$ cat config.mk
export PLATFORM = sky130hd
export DESIGN_NAME = beam_select_flat
export DESIGN_NICKNAME = d
export VERILOG_FILES = /design/src/logic/dr_pkg.sv /design/src/logic/rbg_frame_if.sv /design/src/logic/beam_select.sv /design/src/flat_wrapper.sv
export SDC_FILE = /design/constraint.sdc
export NUM_CORES = 2
export LEC_CHECK = 0
export ABC_AREA = 1
export BUFFER_PORTS_ARGS = -buffer_cell sky130_fd_sc_hd__buf_2
export CAP_MARGIN = 20
export CORE_ASPECT_RATIO = 1.4
export CORE_UTILIZATION = 40
export DETAILED_ROUTE_END_ITERATION = 12
export PLACE_DENSITY = 0.58
export SYNTH_ARGS = -nofsm -noshare
export SYNTH_HDL_FRONTEND = slang
export SYNTH_SLANG_ARGS = --single-unit
$ cat constraint.sdc
create_clock -name i_clk -period 7.7 [get_ports i_clk]
set_clock_uncertainty 0.15 [all_clocks]
set_input_delay 0.77 -clock i_clk [delete_from_list [all_inputs] [get_ports i_clk]]
set_output_delay 0.77 -clock i_clk [all_outputs]
set_load 0.01 [all_outputs]
$ cat src/logic/dr_pkg.sv
/*
 * Beam-domain dimension reduction, shared definitions.
 * Sizes, widths, payload types and the RBG size-code decoding
 * used across the PUSCH DR datapath.
 */
package dr_pkg;

    parameter int NUM_BEAM   = 8;    // beams per RE at the input
    parameter int NUM_PICK   = 4;    // strongest beams kept per RBG
    parameter int SAMPLE_W   = 32;   // {I[15:0], Q[15:0]}
    parameter int PWR_W      = 40;   // RBG power accumulator width
    parameter int RE_CNT_W   = 6;    // holds an RBG length up to 48
    parameter int RBG_IDX_W  = 4;    // RBG index within a symbol
    parameter int MAX_RBG_RE = 48;   // longest RBG, depth of one buffer bank

    typedef logic [$clog2(NUM_BEAM)-1:0] beam_idx_t;
    typedef logic [SAMPLE_W-1:0]         sample_t;
    typedef logic [PWR_W-1:0]            pwr_t;

    // RBG length in REs for a size code
    function automatic logic [RE_CNT_W-1:0] rbg_len(input logic [1:0] code);
        logic [RE_CNT_W-1:0] len;
        case (code)
            2'd0:    len = RE_CNT_W'(12);
            2'd1:    len = RE_CNT_W'(24);
            default: len = RE_CNT_W'(MAX_RBG_RE);   // codes 2 and 3
        endcase
        return len;
    endfunction

endpackage

$ cat src/logic/rbg_frame_if.sv
/*
 * RBG frame interface.
 * One RE of beam samples per cycle with RBG framing strobes
 * and the RBG index within the symbol.
 */
`timescale 1ns/10ps

interface rbg_frame_if import dr_pkg::*; #(
    parameter int NUM_BEAM = dr_pkg::NUM_BEAM
) ();

    logic                          vld;
    logic                          sop;       // first RE of the RBG
    logic                          eop;       // last RE of the RBG
    logic [RBG_IDX_W-1:0]          rbg_idx;
    sample_t [NUM_BEAM-1:0]        samples;   // one complex sample per beam

    modport source (output vld, sop, eop, rbg_idx, samples);
    modport sink   (input  vld, sop, eop, rbg_idx, samples);

endinterface

$ cat src/logic/beam_select.sv
/*
 * Beam selector.
 * Ranks the beams by RBG power when the totals arrive, keeps the
 * index and power of the NUM_PICK strongest, and outputs those
 * beams from every replayed RE in rank order. Ties go to the
 * lower beam index.
 */
`timescale 1ns/10ps

module beam_select import dr_pkg::*; #(
    parameter int NUM_BEAM = dr_pkg::NUM_BEAM,
    parameter int NUM_PICK = dr_pkg::NUM_PICK
) (
    input  logic                     i_clk,
    input  logic                     i_reset,
    input  logic                     i_pwr_vld,
    input  pwr_t [NUM_BEAM-1:0]      i_pwr,
    rbg_frame_if.sink                rply,
    output logic                     o_dr_vld,
    output logic                     o_dr_sop,
    output logic                     o_dr_eop,
    output logic [RBG_IDX_W-1:0]     o_rbg_idx,
    output sample_t [NUM_PICK-1:0]   o_dr_data,
    output beam_idx_t [NUM_PICK-1:0] o_beam_idx,
    output pwr_t [NUM_PICK-1:0]      o_beam_pwr
);

    localparam int IDX_W = $clog2(NUM_BEAM);

    logic [IDX_W-1:0]          rank [NUM_BEAM];
    beam_idx_t [NUM_PICK-1:0]  pick_idx;
    pwr_t [NUM_PICK-1:0]       pick_pwr;
    beam_idx_t [NUM_PICK-1:0]  sel_idx;    // ranked list of the current RBG
    pwr_t [NUM_PICK-1:0]       sel_pwr;

    // ------------------------------------------------------------------------
    // rank = beams stronger + equal beams with a lower index
    // ------------------------------------------------------------------------
    always_comb begin
        for (int b = 0; b < NUM_BEAM; b++) begin
            rank[b] = '0;
            for (int j = 0; j < NUM_BEAM; j++) begin
                if ((i_pwr[j] > i_pwr[b]) || ((i_pwr[j] == i_pwr[b]) && (j < b))) begin
                    rank[b] = rank[b] + 1'b1;
                end
            end
        end
    end

    // ranks are unique, so exactly one beam lands in each slot
    always_comb begin
        for (int k = 0; k < NUM_PICK; k++) begin
            pick_idx[k] = '0;
            pick_pwr[k] = '0;
            for (int b = 0; b < NUM_BEAM; b++) begin
                if (rank[b] == IDX_W'(k)) begin
                    pick_idx[k] = beam_idx_t'(b);
                    pick_pwr[k] = i_pwr[b];
                end
            end
        end
    end

    always_ff @(posedge i_clk) begin
        if (i_pwr_vld) begin
            sel_idx <= pick_idx;
            sel_pwr <= pick_pwr;
        end
    end

    // ------------------------------------------------------------------------
    // output stage, one register per replayed RE
    // ------------------------------------------------------------------------
    always_ff @(posedge i_clk) begin
        if (i_reset) begin
            o_dr_vld <= 1'b0;
            o_dr_sop <= 1'b0;
            o_dr_eop <= 1'b0;
        end else begin
            o_dr_vld <= rply.vld;
            o_dr_sop <= rply.vld && rply.sop;
            o_dr_eop <= rply.vld && rply.eop;
        end
    end

    always_ff @(posedge i_clk) begin
        if (rply.vld) begin
            for (int k = 0; k < NUM_PICK; k++) begin
                o_dr_data[k] <= rply.samples[sel_idx[k]];   // slot 0 strongest
            end
            o_beam_idx <= sel_idx;     // held with the RE, next list may load meanwhile
            o_beam_pwr <= sel_pwr;
            o_rbg_idx  <= rply.rbg_idx;
        end
    end

endmodule

$ cat src/flat_wrapper.sv
// flat-port wrapper written by rule: the top's interface ports become plain ports
module beam_select_flat import dr_pkg::*;
#(
    parameter int NUM_BEAM = dr_pkg::NUM_BEAM,
    parameter int NUM_PICK = dr_pkg::NUM_PICK
)
  (i_clk, i_reset, i_pwr_vld, i_pwr, o_dr_vld, o_dr_sop, o_dr_eop, o_rbg_idx, o_dr_data, o_beam_idx, o_beam_pwr, rply_vld, rply_sop, rply_eop, rply_rbg_idx, rply_samples);
  rbg_frame_if #(.NUM_BEAM(NUM_BEAM)) rply_i ();
  input  logic i_clk;
  input  logic i_reset;
  input  logic i_pwr_vld;
  input  pwr_t [NUM_BEAM-1:0] i_pwr;
  output logic o_dr_vld;
  output logic o_dr_sop;
  output logic o_dr_eop;
  output logic [RBG_IDX_W-1:0] o_rbg_idx;
  output sample_t [NUM_PICK-1:0] o_dr_data;
  output beam_idx_t [NUM_PICK-1:0] o_beam_idx;
  output pwr_t [NUM_PICK-1:0] o_beam_pwr;
  input wire logic [$bits(rply_i.vld)-1:0] rply_vld;
  input wire logic [$bits(rply_i.sop)-1:0] rply_sop;
  input wire logic [$bits(rply_i.eop)-1:0] rply_eop;
  input wire logic [$bits(rply_i.rbg_idx)-1:0] rply_rbg_idx;
  input wire logic [$bits(rply_i.samples)-1:0] rply_samples;
  assign rply_i.vld = rply_vld;
  assign rply_i.sop = rply_sop;
  assign rply_i.eop = rply_eop;
  assign rply_i.rbg_idx = rply_rbg_idx;
  assign rply_i.samples = rply_samples;
  beam_select #(.NUM_BEAM(NUM_BEAM), .NUM_PICK(NUM_PICK)) u_core (.i_clk(i_clk), .i_reset(i_reset), .i_pwr_vld(i_pwr_vld), .i_pwr(i_pwr), .rply(rply_i), .o_dr_vld(o_dr_vld), .o_dr_sop(o_dr_sop), .o_dr_eop(o_dr_eop), .o_rbg_idx(o_rbg_idx), .o_dr_data(o_dr_data), .o_beam_idx(o_beam_idx), .o_beam_pwr(o_beam_pwr));
endmodule
==> impl_results.md <==
- Pins over their slew limit: 0
- Fraction of registers with async set/reset: 0
- I/O Pins: 893
- Status: completed
- Vias in the first global route: roughly 75,000
- Post-Route WL: 437,000 microns
- Final worst-path cycle share: 0.9730
- Mean Syn Cell Area: 6.749 sq um
- Compound-Gate Fraction of Synth Area: 0.1904
- Final TNS setup: 0 ps
- Seq/Total Area, Yosys: 0.2206
- CTS Sinks: ~480
- Most common cell after layout, fill and taps aside: nand2_1
- PortBufs: 892
- Drt wl/cell: 32.85 microns
- Largest family of logic cells by synthesized area: simple AND/OR/NAND/NOR gates
- Peak supply drop: roughly 0.00032 V
- Core Region: around 0.16 sq mm
- Hold_ws: between 80 and 90 ps
- WL met3: 57,160 microns
- Syn Nets: 11,390
- Worst slack, placed: -793.1 ps
- M1 WL: approximately 150,000 microns
- Vias per cell: between 6 and 7
- Initial antenna violation count: about 170
- Setup ws final: a little over 200 ps
- Critical Path AT: 7810 ps
- Worst-Margin Slew: about 1200 ps
- Gr usage total: 0.5111
- Critical Path Max Stage Delay: ~540 ps
- GRT overflow: 0
- Synth area leader: ha_1
- Die Width: between 300 and 400 microns
- DR vias: slightly above 80,000
- Area share of and/or/nand/nor cells after synthesis: 0.2765
- Power density cells: 384.4 mW/mm^2
- Clock-pin slew on the worst setup and hold paths: ~70 ps
- Mux cell area share after synthesis: 0
- Largest net degree at the start of global routing: about 230
- Reg2Reg Depth: 5
- Adder-Cell Fraction of Synth Area: 0.2246
- Layout Nets: between 10,000 and 15,000
- Highest clock rate: between 0.1 and 0.15 GHz
- CP Capture Type: flop
- Area grow syn2layout: 23.61%
- Post-Syn Instances: ~9,600
- Hold worst-path end: u_core.o_rbg_idx[1]$_DFFE_PP_
- Cell Rows: between 150 and 200
- Most common flop cell mapped by yosys: edfxtp_1
- Root Driver: clkbuf_16
- Synth Register Bits: 479
- # DRC: 0
- Synth top area cells: ha_1 (22%), edfxtp_1 (22%), nand2_1 (14%), a21oi_1 (7.2%), o21ai_0 (7.1%)
- Min Clock Period, post-route: around 7500 ps
- Share of the synthesized area in the top cell type: 0.2246
- Worst hold path class: in2reg
- Worst Path Required: 8020 ps
- Worst R2R End: u_core.o_dr_data[3]$_DFFE_PP_
- Relative slew slack: 0.1858
- Yosys warns: 0
- Max clock buf depth: 3
- EDFF count, synth: about 480
- Final setup viols: 0
- TritonCTS Buffers: 56
- Post-route cell area: slightly above 0.08 sq mm
- Placed Area: roughly 0.078 sq mm
- Critical setup path kind: in2reg
- Post-DP HPWL: around 350,000 microns
- Die ar.: ~0.16 sq mm
- Yosys cell types: 63
- Starting density of the core: 0.4039
- Area of the mapped netlist: between 0.06 and 0.07 sq mm
- Clock Latency Late Sink: roughly 720 ps
- Top sig layer: met5
- GP Congestion: between 1 and 1.5
- Post-CTS Hold Buffers: 0
- Final Hold Vio Count: 0
- CTS tree: yes
- Die Y: roughly 480 microns
- Cell mode on critical path: nand2_1
- Hold Path Cell Cnt: 1
- Share of layout cells above drive strength 1: 0.1817
- Antenna Nets Post-Route: 0
- Startpoint Class: input pin
- Slowest cell on crit path: nand2_1
- Most frequent cells in the layout: nand2_1 (2,345), ha_1 (1,168), nor2_1 (963)
- R2R setup slack: around 4600 ps
- Met2 routed WL: 177,300 microns
- Drt pass-1 iters: 8
- Starting DRC count in detailed routing: roughly 12,000
- Global-route wire length before repair: slightly below 600,000 microns
- Source of the critical timing path: i_pwr[61]
- Maxcap violations: 0
- CTS H-tree lvls: 2
- CP Max Fanout: 7
- Leakage: approximately 0.040 uW
- Critical R2R Launch: u_core.sel_idx[0]$_SDFFCE_PP1P_
- Post-synthesis xor/xnor area fraction: 0.003788
- Hold Startpoint: rply_rbg_idx[1]
- RSZ-0062 raised after global routing: no
[worst max-delay path by stage]
stage / slack, ps / cells after the start / endpoint
2_1_floorplan: 1380 / 43 / u_core.sel_pwr[140]$_DFFE_PP_
3_3_place_gp: -860 / 46 / u_core.sel_pwr[40]$_DFFE_PP_
3_5_place_dp: -790 / 46 / u_core.sel_pwr[40]$_DFFE_PP_
4_1_cts: 140 / 48 / u_core.sel_pwr[140]$_DFFE_PP_
5_1_grt: 10 / 45 / u_core.sel_pwr[149]$_DFFE_PP_
6_report: 210 / 42 / u_core.sel_pwr[40]$_DFFE_PP_
[report_power, final]
| part | switching, uW | leakage (uW) | internal [uW] | total, uW |
|---|---|---|---|---|
| Clock | 1370 | 0.000900 | 1490 | 2860 |
| Sequential | 995 | 0.00466 | 4860 | 5860 |
| Combinational | 14700 | 0.0346 | 7490 | 22200 |
| Total | 17100 | 0.0402 | 13800 | 30900 |
[synthesized netlist by cell type (all sizes together), types with 4 or more instances]
library cell,instances
and2,6
nand3,680
o221ai,7
o22ai,4
nand3b,4
nor2,990
o21a,31
o2111ai,4
xor2,12
nand4,146
a21o,12
o21ai,945
nor4,14
nor3b,7
nor3,52
clkbuf,225
edfxtp,476
buf,187
o21bai,17
a31oi,142
ha,1168
nand2,2395
or2,25
a21oi,967
inv,941
o211ai,148
a211oi,5
xnor2,8
[per-layer routing]
layer | GRT usage | vias up
met4 | 0.5219 | 56
met3 | 0.1764 | 2145
li1 | - | 36050
met2 | 0.7428 | 6604
met5 | 0 | -
met1 | 0.5655 | 37970
[worst max-delay path, delay by kind of cell]
kind            cells  cell delay [ps]
buf+inv            10             1590
simple gates       24             3490
fa+ha+maj           6             1700
compound gates      2              230
[state kept, by name, summed over array words and instances, names as in the netlist]
signal             count
u_core.sel_idx        12
u_core.sel_pwr       160
u_core.o_dr_vld        1
u_core.o_rbg_idx       4
u_core.o_dr_eop        1
u_core.o_beam_idx     12
u_core.o_beam_pwr    160
u_core.o_dr_data     128
u_core.o_dr_sop        1
[final cells by class]
cell class | count | area (sq um)
antenna | 136 | 340.3
sequential | 479 | 14350
tap | 2112 | 2643
fill | 16430 | 80680
clock buffer | 66 | 1500
clock inverter | 39 | 347.8
inverter | 944 | 3551
multi-input combinational | 7805 | 45430
timing repair buffer | 1721 | 12270
[kinds of logic after synthesis]
| logic type | count (synthesis) |
|---|---|
| buf+inv | 1356 |
| xor+xnor | 20 |
| fa+ha+maj | 1168 |
| simple gates | 4326 |
| flops | 479 |
| compound gates | 2291 |
[per-stage QoR]
| stage | std cells | power, uW | utilization |
|---|---|---|---|
| 6_report | 13300 | 30910 | 0.4992 |
| 2_1_floorplan | 9640 | 16320 | - |
| 3_5_place_dp | 13050 | 26720 | 0.4847 |
| 3_3_place_gp | 13050 | 26610 | 0.4846 |
| 4_1_cts | 13160 | 29590 | 0.4964 |
| 5_1_grt | 13240 | 32110 | 0.4982 |
[repair_timing]
| item | 4_1_cts | 5_1_grt |
|---|---|---|
| gates cloned | 0 | 1 |
| resized for setup | 2 | 11 |
| pin swaps | 1 | 2 |
| setup endpoints to repair | 26 | 159 |
| setup buffers | 2 | 4 |
(Power assumes the default switching activity.)
