[src/logic/dr_pkg.sv]
/*
 * Beam-domain dimension reduction, shared definitions.
 * Sizes, widths, payload types and the RBG size-code decoding
 * used across the PUSCH DR datapath.
 */
package dr_pkg;

    parameter int NUM_BEAM   = 8;    // beams per RE at the input
    parameter int NUM_PICK   = 4;    // strongest beams kept per RBG
    parameter int SAMPLE_W   = 32;   // {I[15:0], Q[15:0]}
    parameter int PWR_W      = 40;   // RBG power accumulator width
    parameter int RE_CNT_W   = 6;    // holds an RBG length up to 48
    parameter int RBG_IDX_W  = 4;    // RBG index within a symbol
    parameter int MAX_RBG_RE = 48;   // longest RBG, depth of one buffer bank

    typedef logic [$clog2(NUM_BEAM)-1:0] beam_idx_t;
    typedef logic [SAMPLE_W-1:0]         sample_t;
    typedef logic [PWR_W-1:0]            pwr_t;

    // RBG length in REs for a size code
    function automatic logic [RE_CNT_W-1:0] rbg_len(input logic [1:0] code);
        logic [RE_CNT_W-1:0] len;
        case (code)
            2'd0:    len = RE_CNT_W'(12);
            2'd1:    len = RE_CNT_W'(24);
            default: len = RE_CNT_W'(MAX_RBG_RE);   // codes 2 and 3
        endcase
        return len;
    endfunction

endpackage

[src/logic/rbg_frame_if.sv]
/*
 * RBG frame interface.
 * One RE of beam samples per cycle with RBG framing strobes
 * and the RBG index within the symbol.
 */
`timescale 1ns/10ps

interface rbg_frame_if import dr_pkg::*; #(
    parameter int NUM_BEAM = dr_pkg::NUM_BEAM
) ();

    logic                          vld;
    logic                          sop;       // first RE of the RBG
    logic                          eop;       // last RE of the RBG
    logic [RBG_IDX_W-1:0]          rbg_idx;
    sample_t [NUM_BEAM-1:0]        samples;   // one complex sample per beam

    modport source (output vld, sop, eop, rbg_idx, samples);
    modport sink   (input  vld, sop, eop, rbg_idx, samples);

endinterface

[src/logic/rbg_framer.sv]
/*
 * RBG framer.
 * Registers the input REs, counts REs against the RBG length taken
 * from the size code at symbol start, and marks sop/eop of every RBG.
 * i_eop closes a short last RBG early.
 */
`timescale 1ns/10ps

module rbg_framer import dr_pkg::*; #(
    parameter int NUM_BEAM = dr_pkg::NUM_BEAM
) (
    input  logic                   i_clk,
    input  logic                   i_reset,
    input  logic                   i_vld,
    input  logic                   i_sop,       // first RE of a symbol
    input  logic                   i_eop,       // last RE of a symbol
    input  logic [1:0]             i_rbg_size,
    input  sample_t [NUM_BEAM-1:0] i_samples,
    rbg_frame_if.source            frm
);

    logic [RE_CNT_W-1:0]  re_cnt;
    logic [RE_CNT_W-1:0]  rbg_len_q;     // length latched at symbol start
    logic [RBG_IDX_W-1:0] rbg_idx_q;
    logic [RE_CNT_W-1:0]  cur_len;
    logic [RE_CNT_W-1:0]  cur_cnt;
    logic [RBG_IDX_W-1:0] cur_idx;
    logic                 last_re;

    // a new symbol restarts length, RE count and RBG index in the same cycle
    always_comb begin
        cur_len = i_sop ? rbg_len(i_rbg_size) : rbg_len_q;
        cur_cnt = i_sop ? '0 : re_cnt;
        cur_idx = i_sop ? '0 : rbg_idx_q;
        last_re = i_eop || (cur_cnt == cur_len - 1'b1);
    end

    // ------------------------------------------------------------------------
    // counters and framing strobes
    // ------------------------------------------------------------------------
    always_ff @(posedge i_clk) begin
        if (i_reset) begin
            re_cnt    <= '0;
            rbg_len_q <= rbg_len(2'd2);
            rbg_idx_q <= '0;
            frm.vld   <= 1'b0;
            frm.sop   <= 1'b0;
            frm.eop   <= 1'b0;
        end else begin
            frm.vld <= i_vld;
            frm.sop <= i_vld && (cur_cnt == '0);
            frm.eop <= i_vld && last_re;
            if (i_vld) begin
                rbg_len_q <= cur_len;
                re_cnt    <= last_re ? '0 : cur_cnt + 1'b1;
                rbg_idx_q <= last_re ? cur_idx + 1'b1 : cur_idx;   // next RBG
            end
        end
    end

    // payload register
    always_ff @(posedge i_clk) begin
        if (i_vld) begin
            frm.rbg_idx <= cur_idx;
            frm.samples <= i_samples;
        end
    end

endmodule

[src/flat_wrapper.sv]
// flat-port wrapper written by rule: the top's interface ports become plain ports
module rbg_framer_flat import dr_pkg::*;
#(
    parameter int NUM_BEAM = dr_pkg::NUM_BEAM
)
  (i_clk, i_reset, i_vld, i_sop, i_eop, i_rbg_size, i_samples, frm_vld, frm_sop, frm_eop, frm_rbg_idx, frm_samples);
  rbg_frame_if #(.NUM_BEAM(NUM_BEAM)) frm_i ();
  input  logic i_clk;
  input  logic i_reset;
  input  logic i_vld;
  input  logic i_sop;
  input  logic i_eop;
  input  logic [1:0] i_rbg_size;
  input  sample_t [NUM_BEAM-1:0] i_samples;
  output wire logic [$bits(frm_i.vld)-1:0] frm_vld;
  output wire logic [$bits(frm_i.sop)-1:0] frm_sop;
  output wire logic [$bits(frm_i.eop)-1:0] frm_eop;
  output wire logic [$bits(frm_i.rbg_idx)-1:0] frm_rbg_idx;
  output wire logic [$bits(frm_i.samples)-1:0] frm_samples;
  assign frm_vld = frm_i.vld;
  assign frm_sop = frm_i.sop;
  assign frm_eop = frm_i.eop;
  assign frm_rbg_idx = frm_i.rbg_idx;
  assign frm_samples = frm_i.samples;
  rbg_framer #(.NUM_BEAM(NUM_BEAM)) u_core (.i_clk(i_clk), .i_reset(i_reset), .i_vld(i_vld), .i_sop(i_sop), .i_eop(i_eop), .i_rbg_size(i_rbg_size), .i_samples(i_samples), .frm(frm_i));
endmodule
[config.mk]
export PLATFORM = sky130hd
export DESIGN_NAME = rbg_framer_flat
export DESIGN_NICKNAME = d
export VERILOG_FILES = /design/src/logic/dr_pkg.sv /design/src/logic/rbg_frame_if.sv /design/src/logic/rbg_framer.sv /design/src/flat_wrapper.sv
export SDC_FILE = /design/constraint.sdc
export NUM_CORES = 1
export LEC_CHECK = 0
export ABC_AREA = 1
export ABC_CLOCK_PERIOD_IN_PS = 1980
export BUFFER_PORTS_ARGS = -buffer_cell sky130_fd_sc_hd__buf_4
export CORE_AREA = 2 2 206 208
export DETAILED_ROUTE_END_ITERATION = 8
export DIE_AREA = 0 0 208 210
export GPL_ROUTABILITY_DRIVEN = 0
export SETUP_SLACK_MARGIN = 0.05
export SLEW_MARGIN = 10
export SYNTH_ARGS = -nofsm -noshare
export SYNTH_HDL_FRONTEND = slang
export SYNTH_SLANG_ARGS = --single-unit
[constraint.sdc]
create_clock -name i_clk -period 1.98 [get_ports i_clk]
set_clock_uncertainty 0.15 [all_clocks]
set_input_delay 0.198 -clock i_clk [delete_from_list [all_inputs] [get_ports i_clk]]
set_output_delay 0.198 -clock i_clk [all_outputs]
set_load 0.05 [all_outputs]
==> results.tsv, run 1 <==
metric	value	unit
place_ws	-0.0107	ns
dp_cells	1532	
rows	75	
max_freq	536	MHz
slowest_delay	0.36	ns
grt-busiest-layer	met2	
irDropWorstVdd	0.000583	V
period_minus_slack	1.87	ns
syn_to_final_growth	93.4	%
cp.required	2.32	ns
status	completed	
min_period_over_period	94.3	%
tns	0	ns
fin_cells	1858	
start_kind	register	
setup_viol	0	
syn_inst	459	
yosys_warnings	0	
die_w	208	um
critPathCaptureType	register	
rrSetupSlack	0.11	ns
syn_nets	726	
hp-class	in2reg	
intPower	11.4	mW
floorplan.initialDensity	21.8	%
routedWlPerCell	17.9	um
first_pass_iters	6	
worst-path-buf-inv	3	
cp_slowest_cell	dfxtp_2	
path_cells	nand2_4, ha_4, inv_2, nand2_1, nand2_1, inv_1, nand2_1, a21oi_2, nand4_2, nand2_4, buf_6, nand2_4, a21oi_2	
drt_wl_total	33200	um
p_per_area	913	nW/um2
drt-initial-drc-count	413	
die_y	210	um
p_switching	4.56	mW
grt.overflow.total	0	
clk_path_buf_depth	3	
cts-root-buf	clkbuf_16	
max-slew-margin-rel	67.0	%
p_sw_share	28.5	%
p_clk_share	34.6	%
numPortBuffers	525	
use_met2	26.0	%
grt_usage	14.2	%
cts_tree	yes	
grt_max_degree	90	
syn_area	9030	um2
tightestPinTransition	0.496	ns
io_pins	526	
remaining_drc_errors	0	
antenna_found_initial	6	
ys_types	27	
fin_util	42.1	%
grt_pass1_vias	7636	
vias	7167	
drv_cap	0	
cts_buffers	31	
fin_ws	0.114	ns
final_layout_size_suffix_gt1_share	46.3	%
seqPwrFrac	44.4	%
ys_seq_elements	279	
grt_use_met3	4.20	%
critical_path.max_fanout	5	
core_area	41500	um2
nFillCells	3716	
ys_seq_area_share	90.6	%
p_leak	7.40	nW
clkTransAtPathRegs	0.06	ns
routed_via_density	3.86	
dp.final_hpwl	24200	um
synth_area_per_cell	19.7	um2
power_frac_comb	21.0	%
drtAntennaViolNets	0	
critPathKind	reg2reg	
insertion_delay	0.55	ns
hold_viol	0	
grt_use_met1	15.8	%
rsz0062_at_grt	yes	
cts_sinks	279	
slew_viol_final	0	
critical_path_arrival	2.20	ns
num-nets-final	1559	
htree_levels	1	
dieArea	43700	um2
grt_pass1_wl	46800	um
path_delay_family	simple AND/OR/NAND/NOR gates	
-- power groups by stage --
stage / Clock [mW] / Combinational [mW] / Sequential [mW]
2_1_floorplan: 0 / 0.0818 / 8.71
3_3_place_gp: 0 / 2.88 / 7.19
3_5_place_dp: 0 / 2.89 / 7.20
4_1_cts: 5.74 / 3.35 / 7.08
5_1_grt: 5.95 / 3.47 / 7.12
6_report: 5.52 / 3.35 / 7.09
-- registers in the layout, indices dropped and copies added, names as in the netlist --
name / count
u_core.rbg_idx_q: 4
u_core.frm.sop: 1
u_core.frm.eop: 1
u_core.frm.rbg_idx: 4
u_core.frm.vld: 1
u_core.re_cnt: 6
u_core.frm.samples: 256
u_core.rbg_len_q: 6
-- through the flow --
stage	hold slack [ns]	instance area [um2]	total power, mW
floorplan	0.125	9030	8.79
global placement	0.226	13800	10.1
detailed placement	0.227	13800	10.1
CTS	0.157	17400	16.2
global route	0.181	17500	16.5
finish	0.205	17500	16.0
-- Yosys cell counts --
cell | instances | area [um2]
edfxtp_1 | 260 | 7810
nand2_1 | 57 | 214
inv_1 | 35 | 131
nand3_1 | 21 | 105
nor2_1 | 21 | 78.8
dfxtp_1 | 19 | 380
a21oi_1 | 5 | 25.0
nand2_2 | 5 | 31.3
ha_1 | 4 | 50.1
nand4_1 | 4 | 25.0
nor3_1 | 4 | 20.0
o21ai_0 | 4 | 20.0
inv_2 | 3 | 11.3
a22o_1 | 2 | 17.5
a31oi_1 | 2 | 12.5
buf_2 | 2 | 10.0
buf_4 | 1 | 7.51
buf_6 | 1 | 11.3
nand2_4 | 1 | 11.3
nand4_2 | 1 | 12.5
nor2_2 | 1 | 6.26
nor4_1 | 1 | 6.26
o211ai_1 | 1 | 7.51
o21bai_1 | 1 | 7.51
o31ai_1 | 1 | 7.51
o32ai_1 | 1 | 8.76
xor2_1 | 1 | 8.76
-- layout by cell type, fill, tap and decap left out, types with 5 or more instances in the layout --
cell,synthesis,layout
buf_4,1,534
clkbuf_16,0,31
clkinv_1,0,6
clkinv_2,0,7
dfxtp_1,19,17
diode_2,0,5
dlygate4sd3_1,0,262
edfxtp_1,260,260
inv_1,35,34
nand2_1,57,54
nand2_2,5,6
nand3_1,21,19
nor2_1,21,21
-- layout make-up --
type	count	area (um2)	share of cell area [%]
antenna	5	12.5	0.0716
clock buffer	35	791	4.52
clock inverter	20	179	1.02
inverter	38	155	0.888
multi-input combinational	139	734	4.20
sequential	279	8190	46.9
tap	539	674	3.86
timing repair buffer	803	6740	38.6
-- worst reg2reg max path: cells and delay by family, from the launching register on --
kind	cells	cell delay, ns
adder cells (fa/ha/maj)	1	0.27
buffers and inverters	3	0.20
AO/OA/AOI/OAI	2	0.25
flip-flops	1	0.36
AND/OR/NAND/NOR	7	0.59
-- worst paths after layout --
path | cells after the start | endpoint | from
max | 13 | u_core.rbg_idx_q[0] | u_core.rbg_len_q[0]
min | 2 | u_core.frm.samples[6] | i_samples[6]
max reg2reg | 13 | u_core.rbg_idx_q[0] | u_core.rbg_len_q[0]
min reg2reg | 2 | u_core.rbg_len_q[1] | u_core.rbg_len_q[1]
-- layer usage --
metal / up-vias / share of wire [%]
li1: 3374 / -
met1: 3454 / 37
met2: 286 / 53
met3: 51 / 7.8
met4: 2 / 2.2
met5: - / 0.039
-- repair_timing --
action                                 CTS  global route
hold buffers                           263             0
setup endpoints to repair                3            11
setup buffers                            2             0
pin swaps                                1             8
gates cloned                             1             0
gates resized for setup                  1            22
endpoints found under the hold margin  300             0
-- kinds of logic (layout without fill, tap and decap cells) --
group / Yosys count / in the layout / synth area share, %
simple gates: 116 / 117 / 5.65
fa+ha+maj: 4 / 4 / 0.554
xor+xnor: 1 / 1 / 0.0970
compound gates: 17 / 17 / 1.18
other cells: 0 / 5 / 0
flops: 279 / 279 / 90.6
buf+inv: 42 / 896 / 1.90
No activity file was read; power rests on OpenSTA's default activity.
==> run 2: changes to the inputs <==
--- a/config.mk
+++ b/config.mk
@@ -6,7 +6,7 @@
 export NUM_CORES = 1
 export LEC_CHECK = 0
 export ABC_AREA = 1
-export ABC_CLOCK_PERIOD_IN_PS = 1980
+export ABC_CLOCK_PERIOD_IN_PS = 2200
 export BUFFER_PORTS_ARGS = -buffer_cell sky130_fd_sc_hd__buf_4
 export CORE_AREA = 2 2 206 208
 export DETAILED_ROUTE_END_ITERATION = 8
==> constraint.sdc (replaced) <==
create_clock -name i_clk -period 2.2 [get_ports i_clk]
set_clock_uncertainty 0.15 [all_clocks]
set_input_delay 0.22 -clock i_clk [delete_from_list [all_inputs] [get_ports i_clk]]
set_output_delay 0.22 -clock i_clk [all_outputs]
set_load 0.05 [all_outputs]
==> run 2 against run 1 <==
  * Design area down 0.45%
  * Global-route usage up 0.059 points
  * Core utilization down 0.19 points
  * Die area unchanged
  * Non-clock buffer count up 1
  * Clock-buffer cell count up 2
  * Critical endpoint is now u_core.rbg_idx_q[3]
  * Critical path depth up 4
  * Clock power down 11%
  * Sequential share of layout area up 0.20 points
  * First-iteration DRC count down 21%
  * Setup slack better by 0.050 ns
==> results.tsv, run 2 (synthesized netlist as in run 1, its figures left out) <==
metric	value	unit
critical_path_arrival	2.35	ns
die_y	210	um
critPathCaptureType	register	
hp-class	in2reg	
cp_slowest_cell	dlygate4sd3_1	
antenna_found_initial	6	
cpMostUsedCell	nand2_1	
critical_path.max_fanout	7	
syn_to_final_growth	92.6	%
p_per_area	823	nW/um2
cp.required	2.51	ns
grt_pass1_vias	7606	
slowest_delay	0.53	ns
first_pass_iters	4	
tns	0	ns
cts-root-buf	clkbuf_16	
clkTransAtPathRegs	0.07	ns
setup_viol	0	
grt_pass1_wl	46900	um
drv_cap	0	
routedWlPerCell	17.9	um
floorplan.initialDensity	21.8	%
insertion_delay	0.56	ns
clk_path_buf_depth	3	
io_pins	526	
place_ws	0.117	ns
num-nets-final	1558	
numPortBuffers	525	
critPathKind	in2reg	
hold_viol	0	
r2r_cells	14	
p_leak	7.37	nW
cts_buffers	30	
largest_registers	u_core.frm.samples (256), u_core.rbg_len_q (6), u_core.re_cnt (6)	
grt_max_degree	61	
irDropWorstVdd	0.000504	V
dp.final_hpwl	24300	um
rsz0062_at_grt	no	
tightestPinTransition	0.422	ns
dieArea	43700	um2
final_layout_size_suffix_gt1_share	45.2	%
grt.overflow.total	0	
cts_tree	yes	
status	completed	
layout_common_cells	buf_4, dlygate4sd3_1, edfxtp_1, nand2_1, inv_1	
remaining_drc_errors	0	
max_freq	491	MHz
max-slew-margin-rel	71.6	%
vias	7188	
min_period_over_period	92.6	%
period_minus_slack	2.04	ns
layout_commonest_cell	buf_4	
largest_reg_flops	256	
regMostFlops	u_core.frm.samples	
rows	75	
hold_depth	2	
start_kind	primary input	
cts_sinks	279	
routed_via_density	3.87	
grt_usage	14.2	%
slew_viol_final	0	
core_area	41500	um2
path_cells	dlygate4sd3_1, buf_4, inv_4, nand2_2, ha_2, inv_1, nand2_1, nand2_1, inv_1, nand2_1, a21oi_2, nand4_2, nand2_4, buf_4, nand4_1, nand2_1, nor2_1	
fin_ws	0.163	ns
htree_levels	1	
drt-initial-drc-count	326	
drtAntennaViolNets	0	
drt_wl_total	33200	um
die_w	208	um
[run 2: changes by cell type in the layout (fill, tap and decap cells not counted), moves of 2 or more]
cell / change
clkinv_1: +5
buf_4: +3
clkinv_2: -3
clkinvlp_4: -3
nand2_4: -3
buf_6: -2
clkbuf_1: +2
dfxtp_1: +2
dfxtp_2: -2
inv_6: -2
nand2_1: +2
nand3_1: +2
nand3_2: -2
[run 2: layout make-up]
class / instances / area [um2]
Antenna cell: 4 / 10.0
Clock buffer: 37 / 798
Clock inverter: 19 / 160
Fill cell: 3714 / 24100
Inverter: 38 / 145
Multi-Input combinational cell: 138 / 684
Sequential cell: 279 / 8190
Tap cell: 539 / 674
Timing Repair Buffer: 804 / 6740
[run 2: stage by stage]
stage / instance area, um2 / power (mW) / utilization, % / hold WS [ns] / instances
finish: 17400 / 14.3 / 41.9 / 0.231 / 1858
CTS: 17400 / 14.5 / 41.9 / 0.193 / 1852
global placement: 13800 / 9.07 / 33.2 / 0.248 / 1533
global route: 17400 / 14.8 / 41.9 / 0.204 / 1856
detailed placement: 13800 / 9.09 / 33.2 / 0.249 / 1533
floorplan: 9030 / 7.91 / - / 0.147 / 459
[run 2: what timing repair did]
item	CTS	global route
setup endpoints to repair	0	8
gates resized for setup	0	6
hold buffers	263	0
endpoints found under the hold margin	292	0
buffers inserted	0	2
[run 2: critical path, delay by kind of cell]
family	cells	cell delay [ns]
adders and majority gates	1	0.33
and+or+nand+nor	9	0.69
buffers and inverters	6	1.00
AOI/OAI and AO/OA	1	0.11
[run 2: final timing paths]
kind / from / endpoint / slack [ns]
max: i_sop / u_core.rbg_idx_q[3] / 0.16
min: i_samples[241] / u_core.frm.samples[241] / 0.23
max reg2reg: u_core.rbg_len_q[0] / u_core.rbg_idx_q[3] / 0.23
min reg2reg: u_core.rbg_idx_q[1] / u_core.rbg_idx_q[1] / 0.31
[run 2: routing by layer]
layer,vias up,wire length [um],global-route usage (%)
met5,-,13,0
met4,2,826,4.26
met3,56,2590,4.07
met2,308,17700,26.3
met1,3444,12100,15.8
li1,3378,-,-
[run 2: power by group]
| group | total [mW] | internal, mW | leakage (nW) | switching, mW |
|---|---|---|---|---|
| clock | 4.94 | 2.90 | 0.469 | 2.03 |
| sequential | 6.38 | 6.24 | 2.70 | 0.132 |
| combinational | 3.01 | 1.11 | 4.20 | 1.90 |
| total | 14.3 | 10.3 | 7.37 | 4.07 |
==> run 3: changes to the inputs <==
--- a/config.mk
+++ b/config.mk
@@ -5,13 +5,16 @@
 export SDC_FILE = /design/constraint.sdc
 export NUM_CORES = 1
 export LEC_CHECK = 0
-export ABC_AREA = 1
+export ABC_AREA = 0
 export ABC_CLOCK_PERIOD_IN_PS = 2200
 export BUFFER_PORTS_ARGS = -buffer_cell sky130_fd_sc_hd__buf_4
-export CORE_AREA = 2 2 206 208
+export CELL_PAD_IN_SITES_DETAIL_PLACEMENT = 1
+export CELL_PAD_IN_SITES_GLOBAL_PLACEMENT = 2
+export CORE_AREA = 2 2 205 207
 export DETAILED_ROUTE_END_ITERATION = 8
-export DIE_AREA = 0 0 208 210
+export DIE_AREA = 0 0 207 209
 export GPL_ROUTABILITY_DRIVEN = 0
+export PLACE_DENSITY_LB_ADDON = 0.1
 export SETUP_SLACK_MARGIN = 0.05
 export SLEW_MARGIN = 10
 export SYNTH_ARGS = -nofsm -noshare
==> run 3 against run 2 <==
  * The run now ends with setup timing left
  * Area after synthesis fell by 0.90%
  * Sequential share of layout area is 0.73 points lower
  * Global-route usage is 2.7 points higher
  * First-iteration DRC count decreased by 11%
  * Clock-buffer cell count rose by 8
  * Setup slack worse by 0.24 ns
  * Critical endpoint unchanged
  * Flip-flop and latch count is the same
  * Maximum frequency decreased by 10%
  * Critical path type is now reg2reg
  * Design area up 1.6%
  * Highest routed layer is now met4
  * Register-to-register slack lost 0.30 ns
  * Die area decreased by 0.95%
==> results.tsv, run 3 <==
metric	value	unit
io_pins	526	
antenna_found_initial	1	
hold_viol	0	
routedWlPerCell	20.7	um
seqPwrFrac	42.0	%
min_period_over_period	103	%
largest_registers	u_core.frm.samples (256), u_core.rbg_len_q (6), u_core.re_cnt (6)	
dp.final_hpwl	27800	um
die_w	207	um
hp-class	in2reg	
synth_top_area_share	87.2	%
cts_sinks	279	
grt_max_degree	93	
ys_seq_area_share	91.4	%
core_area	41300	um2
final_layout_size_suffix_gt1_share	49.4	%
dp_cells	1473	
critPathCaptureType	register	
grt_pass1_vias	7651	
htree_levels	2	
worstSetupStartpoint	u_core.rbg_len_q[0]	
ys_types	50	
irDropWorstVdd	0.000451	V
layout_commonest_cell	buf_4	
dieArea	43300	um2
fin_cells	1804	
drt-initial-drc-count	290	
drv_cap	0	
synthArstFlopShare	0	%
cts-root-buf	clkbuf_16	
p_leak	7.32	nW
max-slew-margin-rel	62.5	%
max_freq	440	MHz
drt_wl_total	37400	um
intPower	10.8	mW
cts_tree	yes	
synthTopCellsByCount	edfxtp_1, dfxtp_1, nand2_1, a21oi_1, nor2b_1	
nFillCells	4285	
period_minus_slack	2.27	ns
use_met2	31.8	%
clkTransAtPathRegs	0.06	ns
p_per_area	857	nW/um2
rows	75	
largest_reg_flops	256	
syn_nets	661	
syn_inst	394	
die_y	209	um
grt_pass1_wl	53500	um
yosysMostFrequentCell	edfxtp_1	
regMostFlops	u_core.frm.samples	
setup_viol	8	
first_pass_iters	4	
clk_path_buf_depth	3	
grt_usage	16.9	%
cp.required	2.46	ns
tightestPinTransition	0.562	ns
remaining_drc_errors	0	
hp-start	i_sop	
num-nets-final	1505	
yosys_warnings	0	
r2r_start	u_core.rbg_len_q[0]	
ys_seq_elements	279	
synth_edf_count	260	
syn_to_final_growth	97.4	%
tns	-0.424	ns
grt_use_met1	17.7	%
status	complete, but fails checks	
floorplan.initialDensity	21.7	%
routed_via_density	3.90	
synth_area_per_cell	22.7	um2
syn_area	8950	um2
p_total	15.1	mW
yosysTopAreaCell	edfxtp_1	
numPortBuffers	525	
violations	setup timing	
ys.flop_type	edfxtp_1	
p_clk_share	37.7	%
critPathKind	reg2reg	
insertion_delay	0.52	ns
slew_viol_final	0	
synthTopCellsByArea	edfxtp_1, dfxtp_1, nor2b_1	
grt_use_met3	5.37	%
power_frac_comb	20.4	%
start_kind	register	
layout_common_cells	buf_4, dlygate4sd3_1, edfxtp_1, clkbuf_16, dfxtp_1	
fin_ws	-0.0732	ns
p_switching	4.34	mW
drtAntennaViolNets	0	
rsz0062_at_grt	yes	
grt.overflow.total	0	
critical_path.max_fanout	5	
critical_path_arrival	2.53	ns
grt-busiest-layer	met2	
p_sw_share	28.6	%
vias	7029	
cts_buffers	36	
## run 3: changes by cell type after synthesis, moves of 5 or more
cell / delta
nand2_1: -46
nand2b_1: +6
nand3_1: -16
nor2_1: -17
inv_1: -27
nand2_2: -5
a21oi_1: +5
xnor2_1: +5
nor2b_1: +9
## run 3: routing by layer
metal	vias up	wire length [um]
li1	3249	-
met1	3468	13100
met2	260	20800
met3	52	2520
met4	0	940
met5	-	0
## run 3: critical path, stage by stage (launching register included)
cell and delay [ns]:
dfxtp_2 0.32, buf_6 0.11, or3_4 0.34, buf_6 0.14, nor4_4 0.25, nor3_4 0.07
o31ai_2 0.28, buf_4 0.19, a31oi_1 0.09, a41o_1 0.22
## run 3: kinds of logic (layout without fill, tap and decap cells)
group / Yosys count / in the layout / synth area share [%]
other: 0 / 1 / 0
AO/OA/AOI/OAI: 34 / 34 / 2.85
buffers and inverters: 15 / 885 / 0.740
adder cells (fa/ha/maj): 4 / 4 / 0.559
multiplexers: 1 / 1 / 0.112
XOR/XNOR: 6 / 6 / 0.587
flip-flops: 279 / 279 / 91.4
AND/OR/NAND/NOR: 55 / 55 / 3.70
## run 3: power by group through the flow
stage | combinational, mW | clock [mW] | sequential, mW
floorplan | 0.0671 | 0 | 7.84
global placement | 2.67 | 0 | 6.45
detailed placement | 2.67 | 0 | 6.47
CTS | 3.11 | 5.92 | 6.36
global route | 3.19 | 6.12 | 6.39
finish | 3.08 | 5.71 | 6.36
## run 3: final cells by class
type	count	area [um2]	share of cell area, %
Clock inverter	19	179	1.01
Clock buffer	45	956	5.41
Inverter	8	30.0	0.170
Antenna cell	1	2.50	0.0142
Multi-Input combinational cell	100	796	4.50
Timing Repair Buffer	813	6850	38.7
Tap cell	539	674	3.82
Sequential cell	279	8190	46.3
## run 3: stage by stage
step                      area, um2  utilization, %  hold slack (ns)  setup WS (ns)
after floorplan                8990               -            0.169         -0.416
after global placement        13800            33.3            0.248         -0.215
after detailed placement      13800            33.3            0.249         -0.213
after CTS                     17600            42.7           0.0326         -0.129
after global routing          17700            42.8           0.0666         -0.195
final                         17700            42.8           0.0677        -0.0732
## run 3: worst paths after layout
kind	to	slack, ns	cells past startpoint
hold reg to reg	u_core.rbg_len_q[5]	0.32	2
setup / recovery	u_core.rbg_idx_q[3]	-0.07	9
setup reg to reg	u_core.rbg_idx_q[3]	-0.07	9
hold / removal	u_core.rbg_idx_q[1]	0.07	4
## run 3: what timing repair did
item                                   in CTS  in global routing
resized for setup                          14                  7
pin swaps                                  17                  3
buffers inserted                            2                  2
hold buffers                              262                  0
endpoints found under the hold margin     293                  0
setup endpoints to repair                  11                 11
